File: src/an_pkg.sv
// ~~~~~~~~~~~~~~~~~~~~~~~~~~~~~~~~~~~~~~~~~~~~~~~~~~~~~~~~~
// Config word, state and status types plus shared constants
// for the 1000BASE-X auto-negotiation block, imported by RTL
// ~~~~~~~~~~~~~~~~~~~~~~~~~~~~~~~~~~~~~~~~~~~~~~~~~~~~~~~~~
`default_nettype none

package an_pkg;

   // Base page config word, bit 15 first
   typedef struct packed {
      logic       np;
      logic       ack;
      // RF2 then RF1
      logic [1:0] rf;
      logic [2:0] rsv_hi;
      // PS2 then PS1
      logic [1:0] ps;
      logic       hd;
      logic       fd;
      logic [4:0] rsv_lo;
   } cfg_word_t;

   // Higher encoding means further along
   typedef enum logic [2:0] {
      AN_RESTART = 3'd0,
      AN_ABILITY = 3'd1,
      AN_ACK     = 3'd2,
      AN_IDLE    = 3'd3,
      AN_LINK_OK = 3'd4,
      AN_ABORT   = 3'd5
   } an_state_t;

   // Nine status bits, abort first
   typedef struct packed {
      logic       abort;
      logic       ability;
      logic       wdog_disable;
      logic [1:0] remote_fault;
      logic       abl_mismatch;
      logic       ack;
      logic       idle;
      logic       link_ok;
   } an_status_t;

   // Equal words before acceptance
   localparam int unsigned MATCH_COUNT     = 3;
   // Zero words that request a restart
   localparam int unsigned BREAKLINK_COUNT = 3;
   // Watchdog length in link timer periods
   localparam int unsigned WDOG_FACTOR     = 8;
   localparam int unsigned TIMER_W         = 21;
   localparam int unsigned WDOG_W          = TIMER_W + 3;
   localparam int unsigned MATCH_CNT_W     = $clog2(MATCH_COUNT + 1);
   localparam int unsigned BREAK_CNT_W     = $clog2(BREAKLINK_COUNT + 1);

   // Full duplex only, nothing else advertised
   localparam cfg_word_t LOCAL_ABILITY = '{
      np:     1'b0,
      ack:    1'b0,
      rf:     2'b00,
      rsv_hi: 3'b000,
      ps:     2'b00,
      hd:     1'b0,
      fd:     1'b1,
      rsv_lo: 5'b00000
   };

endpackage

`default_nettype wire

File: src/cfg_word_rx.sv
// ~~~~~~~~~~~~~~~~~~~~~~~~~~~~~~~~~~~~~~~~~~~~~~~~~~~~~~~~~
// Receive side of auto-negotiation with link detect, word match,
// ability and ACK capture and breaklink detect for the FSM
// ~~~~~~~~~~~~~~~~~~~~~~~~~~~~~~~~~~~~~~~~~~~~~~~~~~~~~~~~~
`timescale 1ns/1ps
`default_nettype none

module cfg_word_rx
   import an_pkg::*;
(
   input  wire            rx_clk,
   input  wire            an_rst,
   input  wire            los,
   input  wire cfg_word_t lacr_in,
   input  wire            lacr_in_stb,
   input  wire an_state_t an_state,
   output logic           link_det,
   output logic           abl_match,
   output logic           ack_match,
   output logic           consistency_match,
   output logic           breaklink_restart,
   output cfg_word_t      partner_word
);

   cfg_word_t              prev_word;
   cfg_word_t              ability;
   cfg_word_t              in_masked;
   cfg_word_t              prev_masked;
   logic [MATCH_CNT_W-1:0] match_cnt;
   logic [BREAK_CNT_W-1:0] zero_cnt;
   logic                   word_eq;
   logic                   match_ok;
   logic                   in_restart;

   assign in_restart = (an_state == AN_RESTART);
   assign match_ok   = (match_cnt == MATCH_CNT_W'(MATCH_COUNT));

   // Compare with ACK masked off on both sides
   always_comb begin
      in_masked       = lacr_in;
      in_masked.ack   = 1'b0;
      prev_masked     = prev_word;
      prev_masked.ack = 1'b0;
      word_eq         = (in_masked == prev_masked);
   end

   // Any strobe means a partner is there and loss of signal drops it
   always_ff @(posedge rx_clk) begin
      if (an_rst || los) begin
         link_det <= 1'b0;
      end else if (lacr_in_stb) begin
         link_det <= 1'b1;
      end
   end

   // Run length of equal words is held at zero during restart
   always_ff @(posedge rx_clk) begin
      if (an_rst) begin
         prev_word <= '0;
         match_cnt <= '0;
      end else if (in_restart) begin
         match_cnt <= '0;
      end else if (lacr_in_stb) begin
         prev_word <= lacr_in;
         // New word starts a fresh run unless it extends the current one
         if (word_eq && !match_ok) begin
            match_cnt <= match_cnt + 1'b1;
         end else begin
            match_cnt <= MATCH_CNT_W'(1);
         end
      end else if (match_ok) begin
         match_cnt <= '0;
      end
   end

   // Ability and ACK flags clear whenever negotiation restarts
   always_ff @(posedge rx_clk) begin
      if (an_rst || in_restart) begin
         abl_match         <= 1'b0;
         ack_match         <= 1'b0;
         consistency_match <= 1'b0;
      end else if (match_ok) begin
         // All-zero word is breaklink and never an ability
         if (an_state == AN_ABILITY && !prev_word.ack && prev_word != '0) begin
            abl_match <= 1'b1;
         end
         if (an_state == AN_ACK && prev_word.ack) begin
            ack_match         <= 1'b1;
            consistency_match <= (prev_word == ability);
         end
      end
   end

   // Latched ability is kept with ACK set for the consistency compare
   always_ff @(posedge rx_clk) begin
      if (an_rst) begin
         ability <= '0;
      end else if (match_ok && an_state == AN_ABILITY && !prev_word.ack) begin
         ability     <= prev_word;
         ability.ack <= 1'b1;
      end
   end

   // Last accepted word feeds the partner status bits
   always_ff @(posedge rx_clk) begin
      if (an_rst) begin
         partner_word <= '0;
      end else if (match_ok && !in_restart) begin
         partner_word <= prev_word;
      end
   end

   // Zero word run saturates so a long breaklink pulses once
   always_ff @(posedge rx_clk) begin
      if (an_rst) begin
         zero_cnt          <= '0;
         breaklink_restart <= 1'b0;
      end else begin
         breaklink_restart <= 1'b0;
         if (lacr_in_stb) begin
            if (lacr_in == '0) begin
               if (zero_cnt != BREAK_CNT_W'(BREAKLINK_COUNT)) begin
                  zero_cnt <= zero_cnt + 1'b1;
               end
               breaklink_restart <= (zero_cnt == BREAK_CNT_W'(BREAKLINK_COUNT - 1));
            end else begin
               zero_cnt <= '0;
            end
         end
      end
   end

endmodule

`default_nettype wire

File: src/an_timers.sv
// ~~~~~~~~~~~~~~~~~~~~~~~~~~~~~~~~~~~~~~~~~~~~~~~~~~~~~~~~~
// Link timer and negotiation watchdog, started and cleared
// by the auto-negotiation FSM
// ~~~~~~~~~~~~~~~~~~~~~~~~~~~~~~~~~~~~~~~~~~~~~~~~~~~~~~~~~
`timescale 1ns/1ps
`default_nettype none

module an_timers
   import an_pkg::*;
#(
   parameter int unsigned link_timer_ticks = 1_250_000
) (
   input  wire  rx_clk,
   input  wire  an_rst,
   input  wire  los,
   input  wire  timer_start,
   input  wire  wdog_clear,
   input  wire  wdog_run,
   output logic timer_on,
   output logic timer_done,
   output logic wdog_timeout,
   output logic wdog_disable
);

   logic [TIMER_W-1:0] timer_cnt;
   logic [WDOG_W-1:0]  wdog_cnt;

   // Done pulses in the last counting cycle, link_timer_ticks after start
   assign timer_done = timer_on && (timer_cnt == TIMER_W'(1));

   // A new start reloads the down-counter even mid-count
   always_ff @(posedge rx_clk) begin
      if (an_rst) begin
         timer_on <= 1'b0;
      end else if (timer_start) begin
         timer_on <= 1'b1;
      end else if (timer_done) begin
         timer_on <= 1'b0;
      end
   end

   always_ff @(posedge rx_clk) begin
      if (an_rst) begin
         timer_cnt <= '0;
      end else if (timer_start) begin
         timer_cnt <= TIMER_W'(link_timer_ticks);
      end else if (timer_on) begin
         timer_cnt <= timer_cnt - 1'b1;
      end
   end

   // Watchdog
   // Counts while negotiating with a partner present
   // Timeout pulses once, then the disable latch freezes the count
   always_ff @(posedge rx_clk) begin
      if (an_rst) begin
         wdog_cnt     <= '0;
         wdog_timeout <= 1'b0;
         wdog_disable <= 1'b0;
      end else begin
         wdog_timeout <= 1'b0;
         if (wdog_clear || los) begin
            wdog_cnt     <= '0;
            wdog_disable <= 1'b0;
         end else if (wdog_run && !wdog_disable) begin
            if (wdog_cnt == WDOG_W'(WDOG_FACTOR * link_timer_ticks - 1)) begin
               wdog_cnt     <= '0;
               wdog_timeout <= 1'b1;
               wdog_disable <= 1'b1;
            end else begin
               wdog_cnt <= wdog_cnt + 1'b1;
            end
         end
      end
   end

endmodule

`default_nettype wire

File: src/an_fsm.sv
// ~~~~~~~~~~~~~~~~~~~~~~~~~~~~~~~~~~~~~~~~~~~~~~~~~~~~~~~~~
// Clause 37 style negotiation FSM with registered send,
// operate and status outputs
// ~~~~~~~~~~~~~~~~~~~~~~~~~~~~~~~~~~~~~~~~~~~~~~~~~~~~~~~~~
`timescale 1ns/1ps
`default_nettype none

module an_fsm
   import an_pkg::*;
(
   input  wire            rx_clk,
   input  wire            an_rst,
   input  wire            los,
   input  wire            link_det,
   input  wire            abl_match,
   input  wire            ack_match,
   input  wire            consistency_match,
   input  wire            breaklink_restart,
   input  wire cfg_word_t partner_word,
   input  wire            timer_on,
   input  wire            timer_done,
   input  wire            wdog_timeout,
   input  wire            wdog_disable,
   output an_state_t      an_state,
   output logic           timer_start,
   output logic           wdog_clear,
   output logic           wdog_run,
   output logic           send_ack,
   output logic           send_breaklink,
   output logic           lacr_send,
   output logic           operate,
   output an_status_t     an_status
);

   an_state_t next_state;
   an_state_t prev_state;
   logic      force_restart;
   logic      entered;
   logic      timer_free;
   logic      timer_go;
   logic      n_lacr_send;
   logic      n_operate;

   // Breaklink is ignored once the watchdog has given up
   assign force_restart = (breaklink_restart && !wdog_disable) || los || wdog_timeout;

   // First cycle in a state always restarts the link timer
   assign entered    = (an_state != prev_state);
   assign timer_free = !timer_on && !timer_done;
   assign timer_go   = timer_done && !entered;

   // Forward progress or loss of signal clears the watchdog
   assign wdog_clear = ((next_state > an_state) && (an_state != AN_RESTART)) || los;
   assign wdog_run   = link_det && (an_state != AN_LINK_OK);

   always_comb begin
      next_state  = an_state;
      n_lacr_send = 1'b0;
      n_operate   = 1'b0;
      timer_start = 1'b0;
      case (an_state)
         AN_RESTART: begin
            // Breaklink for one full link timer with a partner seen
            n_lacr_send = 1'b1;
            timer_start = entered || timer_free;
            if (timer_go && link_det) begin
               next_state = wdog_disable ? AN_ABORT : AN_ABILITY;
            end
         end
         AN_ABILITY: begin
            n_lacr_send = 1'b1;
            if (abl_match) begin
               next_state = AN_ACK;
            end
         end
         AN_ACK: begin
            // Send ACK for a link timer, then judge the partner
            n_lacr_send = 1'b1;
            timer_start = entered || timer_free;
            if (timer_go && ack_match) begin
               next_state = consistency_match ? AN_IDLE : AN_RESTART;
            end
         end
         AN_IDLE: begin
            // No idle check, just the timer
            timer_start = entered || timer_free;
            if (timer_go) begin
               next_state = AN_LINK_OK;
            end
         end
         AN_LINK_OK: begin
            n_operate = 1'b1;
         end
         AN_ABORT: begin
            // Run without negotiation, nothing sent
            n_operate = 1'b1;
         end
         default: begin
            next_state = AN_RESTART;
         end
      endcase
      if (force_restart) begin
         next_state = AN_RESTART;
      end
   end

   always_ff @(posedge rx_clk) begin
      if (an_rst) begin
         an_state   <= AN_RESTART;
         prev_state <= AN_RESTART;
      end else begin
         an_state   <= next_state;
         prev_state <= an_state;
      end
   end

   // Word select follows the state, so lacr_out lines up with lacr_send
   // Reset value matches the restart state
   always_ff @(posedge rx_clk) begin
      if (an_rst) begin
         send_breaklink <= 1'b1;
         send_ack       <= 1'b0;
      end else begin
         send_breaklink <= (next_state == AN_RESTART);
         send_ack       <= (next_state == AN_ACK) || (next_state == AN_IDLE) ||
                           (next_state == AN_LINK_OK);
      end
   end

   // Controls and status one cycle behind the state
   always_ff @(posedge rx_clk) begin
      if (an_rst) begin
         lacr_send <= 1'b0;
         operate   <= 1'b0;
         an_status <= '0;
      end else begin
         lacr_send                 <= n_lacr_send;
         operate                   <= n_operate;
         an_status.abort           <= (an_state == AN_ABORT);
         an_status.ability         <= (an_state == AN_ABILITY);
         an_status.wdog_disable    <= wdog_disable;
         an_status.remote_fault    <= partner_word.rf;
         // Partner lacks full duplex
         an_status.abl_mismatch    <= ~partner_word.fd;
         an_status.ack             <= (an_state == AN_ACK);
         an_status.idle            <= (an_state == AN_IDLE);
         an_status.link_ok         <= (an_state == AN_LINK_OK);
      end
   end

endmodule

`default_nettype wire

File: src/cfg_word_tx.sv
// ~~~~~~~~~~~~~~~~~~~~~~~~~~~~~~~~~~~~~~~~~~~~~~~~~~~~~~~~~
// Outgoing config word built from the local ability
// ~~~~~~~~~~~~~~~~~~~~~~~~~~~~~~~~~~~~~~~~~~~~~~~~~~~~~~~~~
`timescale 1ns/1ps
`default_nettype none

module cfg_word_tx
   import an_pkg::*;
(
   input  wire       rx_clk,
   input  wire       an_rst,
   input  wire       send_ack,
   input  wire       send_breaklink,
   output cfg_word_t lacr_out
);

   cfg_word_t word_next;

   // Zero word during breaklink, else ability with our ACK
   always_comb begin
      if (send_breaklink) begin
         word_next = '0;
      end else begin
         word_next     = LOCAL_ABILITY;
         word_next.ack = send_ack;
      end
   end

   always_ff @(posedge rx_clk) begin
      if (an_rst) begin
         lacr_out <= '0;
      end else begin
         lacr_out <= word_next;
      end
   end

endmodule

`default_nettype wire

File: src/pcs_autoneg.sv
// ~~~~~~~~~~~~~~~~~~~~~~~~~~~~~~~~~~~~~~~~~~~~~~~~~~~~~~~~~
// 1000BASE-X PCS auto-negotiation top, all on rx_clk
// Set link_timer_ticks short for simulation
// ~~~~~~~~~~~~~~~~~~~~~~~~~~~~~~~~~~~~~~~~~~~~~~~~~~~~~~~~~
`timescale 1ns/1ps
`default_nettype none

module pcs_autoneg
   import an_pkg::*;
#(
   // 10 ms at 125 MHz
   parameter int unsigned link_timer_ticks = 1_250_000
) (
   input  wire            rx_clk,
   input  wire            an_rst,
   input  wire            los,
   input  wire cfg_word_t lacr_in,
   input  wire            lacr_in_stb,
   output cfg_word_t      lacr_out,
   output logic           lacr_send,
   output logic           operate,
   output an_status_t     an_status
);

   an_state_t an_state;
   cfg_word_t partner_word;
   logic      link_det;
   logic      abl_match;
   logic      ack_match;
   logic      consistency_match;
   logic      breaklink_restart;
   logic      timer_start;
   logic      timer_on;
   logic      timer_done;
   logic      wdog_clear;
   logic      wdog_run;
   logic      wdog_timeout;
   logic      wdog_disable;
   logic      send_ack;
   logic      send_breaklink;

   // Partner word match and capture
   cfg_word_rx u_rx (
      .rx_clk            (rx_clk),
      .an_rst            (an_rst),
      .los               (los),
      .lacr_in           (lacr_in),
      .lacr_in_stb       (lacr_in_stb),
      .an_state          (an_state),
      .link_det          (link_det),
      .abl_match         (abl_match),
      .ack_match         (ack_match),
      .consistency_match (consistency_match),
      .breaklink_restart (breaklink_restart),
      .partner_word      (partner_word)
   );

   an_timers #(
      .link_timer_ticks (link_timer_ticks)
   ) u_timers (
      .rx_clk       (rx_clk),
      .an_rst       (an_rst),
      .los          (los),
      .timer_start  (timer_start),
      .wdog_clear   (wdog_clear),
      .wdog_run     (wdog_run),
      .timer_on     (timer_on),
      .timer_done   (timer_done),
      .wdog_timeout (wdog_timeout),
      .wdog_disable (wdog_disable)
   );

   an_fsm u_fsm (
      .rx_clk            (rx_clk),
      .an_rst            (an_rst),
      .los               (los),
      .link_det          (link_det),
      .abl_match         (abl_match),
      .ack_match         (ack_match),
      .consistency_match (consistency_match),
      .breaklink_restart (breaklink_restart),
      .partner_word      (partner_word),
      .timer_on          (timer_on),
      .timer_done        (timer_done),
      .wdog_timeout      (wdog_timeout),
      .wdog_disable      (wdog_disable),
      .an_state          (an_state),
      .timer_start       (timer_start),
      .wdog_clear        (wdog_clear),
      .wdog_run          (wdog_run),
      .send_ack          (send_ack),
      .send_breaklink    (send_breaklink),
      .lacr_send         (lacr_send),
      .operate           (operate),
      .an_status         (an_status)
   );

   // Outgoing word
   cfg_word_tx u_tx (
      .rx_clk         (rx_clk),
      .an_rst         (an_rst),
      .send_ack       (send_ack),
      .send_breaklink (send_breaklink),
      .lacr_out       (lacr_out)
   );

endmodule

`default_nettype wire

File: config.mk
export PLATFORM = sky130hd
export DESIGN_NAME = pcs_autoneg
export DESIGN_NICKNAME = d
export VERILOG_FILES = /design/src/an_pkg.sv /design/src/cfg_word_rx.sv /design/src/an_timers.sv /design/src/an_fsm.sv /design/src/cfg_word_tx.sv /design/src/pcs_autoneg.sv
export SDC_FILE = /design/constraint.sdc
export NUM_CORES = 1
export LEC_CHECK = 0
export CORE_ASPECT_RATIO = 1.25
export CORE_MARGIN = 5
export CORE_UTILIZATION = 60
export DETAILED_ROUTE_END_ITERATION = 7
export DONT_BUFFER_PORTS = 1
export GPL_ROUTABILITY_DRIVEN = 1
export MAX_ROUTING_LAYER = met4
export PLACE_DENSITY = 0.76
export RECOVER_POWER = 25
export SLEW_MARGIN = 10
export SYNTH_ARGS = -nofsm -noshare
export SYNTH_HDL_FRONTEND = slang
export SYNTH_SLANG_ARGS = --single-unit
File: constraint.sdc
create_clock -name rx_clk -period 4.3 [get_ports rx_clk]
set_input_delay 0.645 -clock rx_clk [delete_from_list [all_inputs] [get_ports rx_clk]]
set_output_delay 0.645 -clock rx_clk [all_outputs]
set_load 0.005 [all_outputs]
# ---- Word level (Yosys, flattened, before mapping)
# Index checks and enable logic that the tools add are counted.
dict set report word_totals {
  ff_bits 127
  input_bits 20
  wordCells 158
}
dict set report classes {
  addsub 4
  n_reduce_logical 54
  eq_ne 18
  n_lt_le_gt_ge 1
  bitwise_logic 5
  n_mux 23
}
# cell count
set op_table {}
lappend op_table {{$mux 21} 2}
lappend op_table {{$add 24x1->24 const B} 1}
lappend op_table {{$eq 24x24->1 const B} 1}
lappend op_table {{$mux 24} 1}
lappend op_table {{$eq 21x1->1 const B} 1}
lappend op_table {{$sub 21x1->21 const B} 1}
lappend op_table {{$mux 3} 6}
lappend op_table {{$eq 16x16->1} 1}
lappend op_table {{$logic_and 1x1->1} 16}
lappend op_table {{$logic_not 16->1} 1}
lappend op_table {{$reduce_bool 16->1} 1}
lappend op_table {{$eq 15x15->1} 1}
lappend op_table {{$pmux 3 s5} 1}
lappend op_table {{$eq 3x2->1 const B} 4}
lappend op_table {{$mux 2} 6}
lappend op_table {{$reduce_or 3->1} 4}
lappend op_table {{$reduce_and 2->1} 5}
lappend op_table {{$reduce_or 2->1} 5}
lappend op_table {{$eq 3x3->1 const B} 3}
lappend op_table {{$logic_or 1x1->1} 9}
lappend op_table {{$logic_not 1->1} 7}
lappend op_table {{$logic_not 3->1} 2}
lappend op_table {{$mux 1} 6}
lappend op_table {{$mux 6} 1}
lappend op_table {{other kinds (10)} 19}

# ---- Depth between registers and ports, before layout
dict set report logic_depth {
  word_depth 12
  mapped_depth 17
}

# ---- Modules after synthesis
# A second synthesis with hierarchy kept.
dict set report hier_totals {
  cells_unflattened 689
  area_unflattened_um2 5952.0
}
# mod area_per_inst_um2 seq_area_each_um2 n_inst cells_per_inst
set modules_own_cells {}
lappend modules_own_cells {cfg_word_rx 2547.4 1141.1 1 305}
lappend modules_own_cells {an_timers 2399.8 960.9 1 268}
lappend modules_own_cells {an_fsm 839.6 380.4 1 97}
lappend modules_own_cells {cfg_word_tx 165.2 40.0 1 19}

# ---- Worst setup path after synthesis
# No wires, ideal clock.
dict set report synth_path {
  path_kind {reg-to-reg}
  startpoint {register u_timers.timer_cnt[4]}
  endpoint {register u_timers.wdog_cnt[19]}
  n_path_buf 2
  setup_time_ps 145
  setup_slack_ps 862
  t_arrival_ps 3293
  path_stages_with_launch 15
  required_time_ps 4155
  period_less_slack_ps 3438
  cell_sequence {dfxtp_1 > or4_4 > or4_4 > or3_1 > a21o_1 > inv_1 > ha_1 > nand2_1 > nor3_1 > a31o_2 > o21ai_0 > o211a_1 > buf_2 > buf_6 > nor3_1}
}
dict set report synth_via {
  elab_chain_cells 12
  elab_cells_between_ends 15
  cone_classes {1 x order compare; 1 x eq/ne; 5 x mux; 8 x reduce/logical}
}
# element line_no
set synth_rtl {}
lappend synth_rtl {{from (decl)} an_timers.sv:25} ;# logic [TIMER_W-1:0] timer_cnt;
lappend synth_rtl {{from (signal assigned)} an_timers.sv:46} ;# timer_cnt <= TIMER_W'(link_timer_ticks);
lappend synth_rtl {{from (signal assigned)} an_timers.sv:48} ;# timer_cnt <= timer_cnt - 1'b1;
lappend synth_rtl {{$eq 21x1->1 (*)} an_timers.sv:29} ;# assign timer_done = timer_on && (timer_cnt == TIMER_W'(1));
lappend synth_rtl {{$logic_and 1x1->1 (*)} an_timers.sv:29}
lappend synth_rtl {{$logic_and 1x1->1 (*)} an_fsm.sv:50} ;# assign timer_go = timer_done && !entered;
lappend synth_rtl {{$logic_and 1x1->1 (on tied branches)} {an_fsm.sv:80, an_fsm.sv:66}}
lappend synth_rtl {{$mux 3 (on tied branches)} {an_fsm.sv:80, an_fsm.sv:66}}
lappend synth_rtl {{$pmux 3 s5 (*)} an_fsm.sv:61} ;# case (an_state)
lappend synth_rtl {{$mux 3 (*)} an_fsm.sv:102} ;# if (force_restart) begin
lappend synth_rtl {{net u_fsm.next_state[2]} an_fsm.sv:35} ;# an_state_t next_state;
lappend synth_rtl {{$gt 3x3->1 (*)} an_fsm.sv:53} ;# assign wdog_clear = ((next_state > an_state) && (an_state != AN_RESTART)) || los;
lappend synth_rtl {{$logic_and 1x1->1 (*)} an_fsm.sv:53}
lappend synth_rtl {{$logic_or 1x1->1 (*)} an_fsm.sv:53}
lappend synth_rtl {{$logic_or 1x1->1 (*)} an_timers.sv:62} ;# if (wdog_clear || los) begin
lappend synth_rtl {{$reduce_or 2->1 (no line) (*)} --}
lappend synth_rtl {{to (signal assigned)} an_timers.sv:71} ;# wdog_cnt <= wdog_cnt + 1'b1;
lappend synth_rtl {{to (decl)} an_timers.sv:26} ;# logic [WDOG_W-1:0] wdog_cnt;
# Mark *: on every way through the listed nets, which the timed path passes. The rest lies on a longest branch.
# A chain may end at the register's enable or synchronous reset.

# ---- Final worst setup path
dict set report layout_path {
  startpoint {register u_timers.timer_cnt[13]}
  endpoint {register u_timers.wdog_cnt[19]}
}
# Same word-level chain as after synthesis.

==> impl_metrics.env <==
export IMPL_cp_required_ns=4.65
export IMPL_yosysTopAreaCell="dfxtp_1"
export IMPL_cp_slowest_cell="nor4_1"
export IMPL_pwr_share_comb_pct=3.4
export IMPL_cp_end_kind="register"
export IMPL_synth_seq_cells=113
export IMPL_viasPerCell=5.568
export IMPL_fin_worst_skew_ns=0.01105
export IMPL_hold_end="u_fsm.an_status[6]$_SDFF_PP0_"
export IMPL_synth_area_leaders="dfxtp_1 42%, nand2_1 6.5%, xnor2_1 6.4%, xor2_1 5.8%, a21oi_1 5.1%"
export IMPL_antenna_found_initial=0
export IMPL_setup_slack_ns=0.5816
export IMPL_syn2layout_area_growth_pct=8.828
export IMPL_h_tree_depth=4
export IMPL_run_status="finished, final reports clean"
export IMPL_p_seq_share_pct=44.4
export IMPL_synth_top_area_share_pct=42.45
export IMPL_min_path_cells=1
export IMPL_tns_ns=0
export IMPL_yosysSeqAreaShare_pct=42.45
export IMPL_antenna_cells=0
export IMPL_switching_power_mw=0.5043
export IMPL_ios=47
export IMPL_finalWeightedCongestion=0.9058
export IMPL_internal_power_mw=1.914
export IMPL_grt_pass1_wl_mm=18.74
export IMPL_die_x_um=94.29
export IMPL_dieArea_um2=10880
export IMPL_p_leak_nw=2.096
export IMPL_io_buffers=0
export IMPL_setup_viol=0
export IMPL_grt_max_degree=67
export IMPL_rr_worst_depth=14
export IMPL_post_cts_buffers=0
export IMPL_nNetsFinal=653
export IMPL_initial_core_util_pct=61.25
export IMPL_clkPwrFrac_pct=52.2
export IMPL_core_um2=8701
export IMPL_postCtsHoldBufs=0
export IMPL_drt_pass1_iter_count=4
export IMPL_dp_cells=726
export IMPL_crit_chain="nor4_1, nand3_1, or4_4, or3_1, a21o_1, inv_1, ha_1, nand2_1, nor3_1, a31o_2, o21ai_0, o211a_1, buf_4, nor3_1"
export IMPL_min_path_type="in2reg"
export IMPL_rr_endpoint="u_timers.wdog_cnt[19]$_SDFFE_PP0P_"
export IMPL_async_flop_share_pct=0
export IMPL_r2r_start="u_timers.timer_cnt[13]$_SDFFE_PP0P_"
export IMPL_ant_nets=0
export IMPL_critPathLaunchType="register"
export IMPL_cpPeakStageDelay_ns=0.55
export IMPL_min_period_over_period_pct=86.47
export IMPL_rsz0062_at_grt="false"
export IMPL_wl_per_cell_um=14.65
export IMPL_row_count=38
export IMPL_worstSkewPairLatency_ns=0.52
export IMPL_min_delay_start="an_rst"
export IMPL_drv_slew=0
export IMPL_tritoncts="built"
export IMPL_grt_overflow=0
export IMPL_grt_use_total_pct=22.62
export IMPL_clkSlewWorstSetupHoldPaths_ns=0.05
export IMPL_die_h_um=115.4
export IMPL_clock_path_buffers=2
export IMPL_reg2reg_setup_slack_ns=0.58
export IMPL_sw_frac_of_total_pct=20.86
export IMPL_synth_cells=636
export IMPL_synthTopCellsByCount="113 x dfxtp_1, 92 x nand2_1, 63 x nor2_1"
export IMPL_power_density_nw_per_um2=417.0
export IMPL_dp_hpwl_mm=7.553
export IMPL_numClockSinks=113
export IMPL_drcViolationCount=0
export IMPL_synth_area_um2=5329
export IMPL_worst_slew_margin_rel_pct=26.79
export IMPL_cts_resized=0
export IMPL_grt_pass1_vias=4083
export IMPL_first_iter_violations=290
export IMPL_vias=4215
export IMPL_cp_common_cell="nor3_1"
export IMPL_ys_warn_count=0
export IMPL_arrival_ns=4.07
export IMPL_cts_buffers=17
export IMPL_period_needed_ns=3.718
export IMPL_hold_violations=0
export IMPL_tightestPinTransition_ns=1.094
export IMPL_drt_wl_total_mm=11.09
export IMPL_ir_drop_mv=0.2664
export IMPL_ctsRootBufferMaster="clkbuf_8"
export IMPL_synthFlopType="dfxtp_1"
export IMPL_dp_slack_ns=0.6577
export IMPL_yosysMostFrequentCell="dfxtp_1"
export IMPL_cp_max_fo=26
export IMPL_drv_cap=0
export IMPL_fmaxAchievable_mhz=268.9
export IMPL_synth_edff_count=0
export IMPL_syn_area_per_cell_um2=8.379
export IMPL_final_cells=757
export IMPL_ys_types=61
export IMPL_critical_path_class="reg2reg"
export IMPL_layout_drive_gt1_share_pct=6.279
==> registers in the layout, indices dropped and copies added (netlist names), 2 cells and up <==
| name | count |
|---|---|
| u_fsm.an_state | 3 |
| u_fsm.an_status | 9 |
| u_fsm.prev_state | 3 |
| u_rx.ability | 16 |
| u_rx.match_cnt | 2 |
| u_rx.partner_word | 3 |
| u_rx.prev_masked | 15 |
| u_rx.zero_cnt | 2 |
| u_timers.timer_cnt | 21 |
| u_timers.wdog_cnt | 24 |
| u_tx.lacr_out | 2 |
==> final cells by class <==
cell class | count | area (um2)
well taps | 120 | 150.1
fillers | 733 | 2902
clock inverters | 6 | 55.05
multi-input cells | 475 | 2776
repair buffers | 4 | 18.77
clock buffers | 25 | 484.2
inverters | 14 | 52.55
flip-flops and latches | 113 | 2262
==> worst max path at each step <==
stage          cells past startpoint                            endpoint                                start
4_1_cts                           14  u_timers.wdog_cnt[15]$_SDFFE_PP0P_  u_timers.timer_cnt[13]$_SDFFE_PP0P_
3_5_place_dp                      13  u_timers.wdog_cnt[10]$_SDFFE_PP0P_   u_timers.timer_cnt[4]$_SDFFE_PP0P_
5_1_grt                           14   u_timers.wdog_cnt[7]$_SDFFE_PP0P_  u_timers.timer_cnt[13]$_SDFFE_PP0P_
3_3_place_gp                      14   u_timers.wdog_cnt[7]$_SDFFE_PP0P_  u_timers.timer_cnt[13]$_SDFFE_PP0P_
6_report                          14  u_timers.wdog_cnt[19]$_SDFFE_PP0P_  u_timers.timer_cnt[13]$_SDFFE_PP0P_
2_1_floorplan                     14  u_timers.wdog_cnt[19]$_SDFFE_PP0P_   u_timers.timer_cnt[4]$_SDFFE_PP0P_
==> cells in the final DEF, fill, tap and decap left out, types with 3 or more instances in the layout <==
master       n
a21oi_1     54
a31oi_1      4
and2_1       3
and4_1       3
clkbuf_1     7
clkbuf_16   16
clkbuf_8     5
clkinv_2     5
conb_1      14
dfxtp_1    113
ha_1         8
inv_1       14
nand2_1     92
nand2b_1     7
nand3_1     11
nand4_1     21
nor2_1      63
nor2b_1      5
nor3_1      31
nor3b_1      5
nor4_1      18
o21ai_0      8
or3_1        6
or4_1        3
or4_4        3
xnor2_1     39
xor2_1      35
==> through the flow <==
| step | instance area [um2] | util (%) | hold WS [ns] | total power [mW] |
|---|---|---|---|---|
| global route | 5799 | 66.65 | 0.1665 | 2.510 |
| finish | 5799 | 66.65 | 0.2001 | 2.418 |
| detailed placement | 5271 | 60.58 | 0.3869 | 1.177 |
| floorplan | 5378 | - | 0.3704 | 1.182 |
| global placement | 5271 | 60.58 | 0.3798 | 1.174 |
| CTS | 5811 | 66.78 | 0.1745 | 2.440 |
==> critical path: cells and delay by family (launching register included) <==
family / cells / cell delay (ns)
AND/OR/NAND/NOR: 7 / 1.82
flip-flops: 1 / 0.35
buffers and inverters: 2 / 0.32
AO/OA/AOI/OAI: 4 / 0.83
adder cells (fa/ha/maj): 1 / 0.24
==> power by group through the flow <==
| stage | Sequential [mW] | Clock (mW) | Combinational, mW |
|---|---|---|---|
| after global placement | 1.09 | 0 | 0.0791 |
| after detailed placement | 1.10 | 0 | 0.0806 |
| after floorplan | 1.09 | 0 | 0.0901 |
| after CTS | 1.07 | 1.28 | 0.0815 |
| after global routing | 1.08 | 1.34 | 0.0914 |
| final | 1.07 | 1.26 | 0.0815 |
==> routing by layer <==
layer / share of wire, % / GRT usage, %
met4: 1.3 / 9.634
met2: 50 / 36.46
met1: 44 / 26.01
met5: 0 / -
met3: 4.6 / 6.872
==> logic make-up (layout without fill, tap and decap cells) <==
family	after synthesis	after routing	share of synthesized area, %
flip-flops	113	113	42.45
XOR/XNOR	74	74	12.16
other	1	14	0.07037
multiplexers	2	2	0.3757
adder cells (fa/ha/maj)	9	9	2.066
AND/OR/NAND/NOR	293	293	27.61
AO/OA/AOI/OAI	83	83	8.899
buffers and inverters	61	49	6.363
No activity file was read; power rests on OpenSTA's default activity.
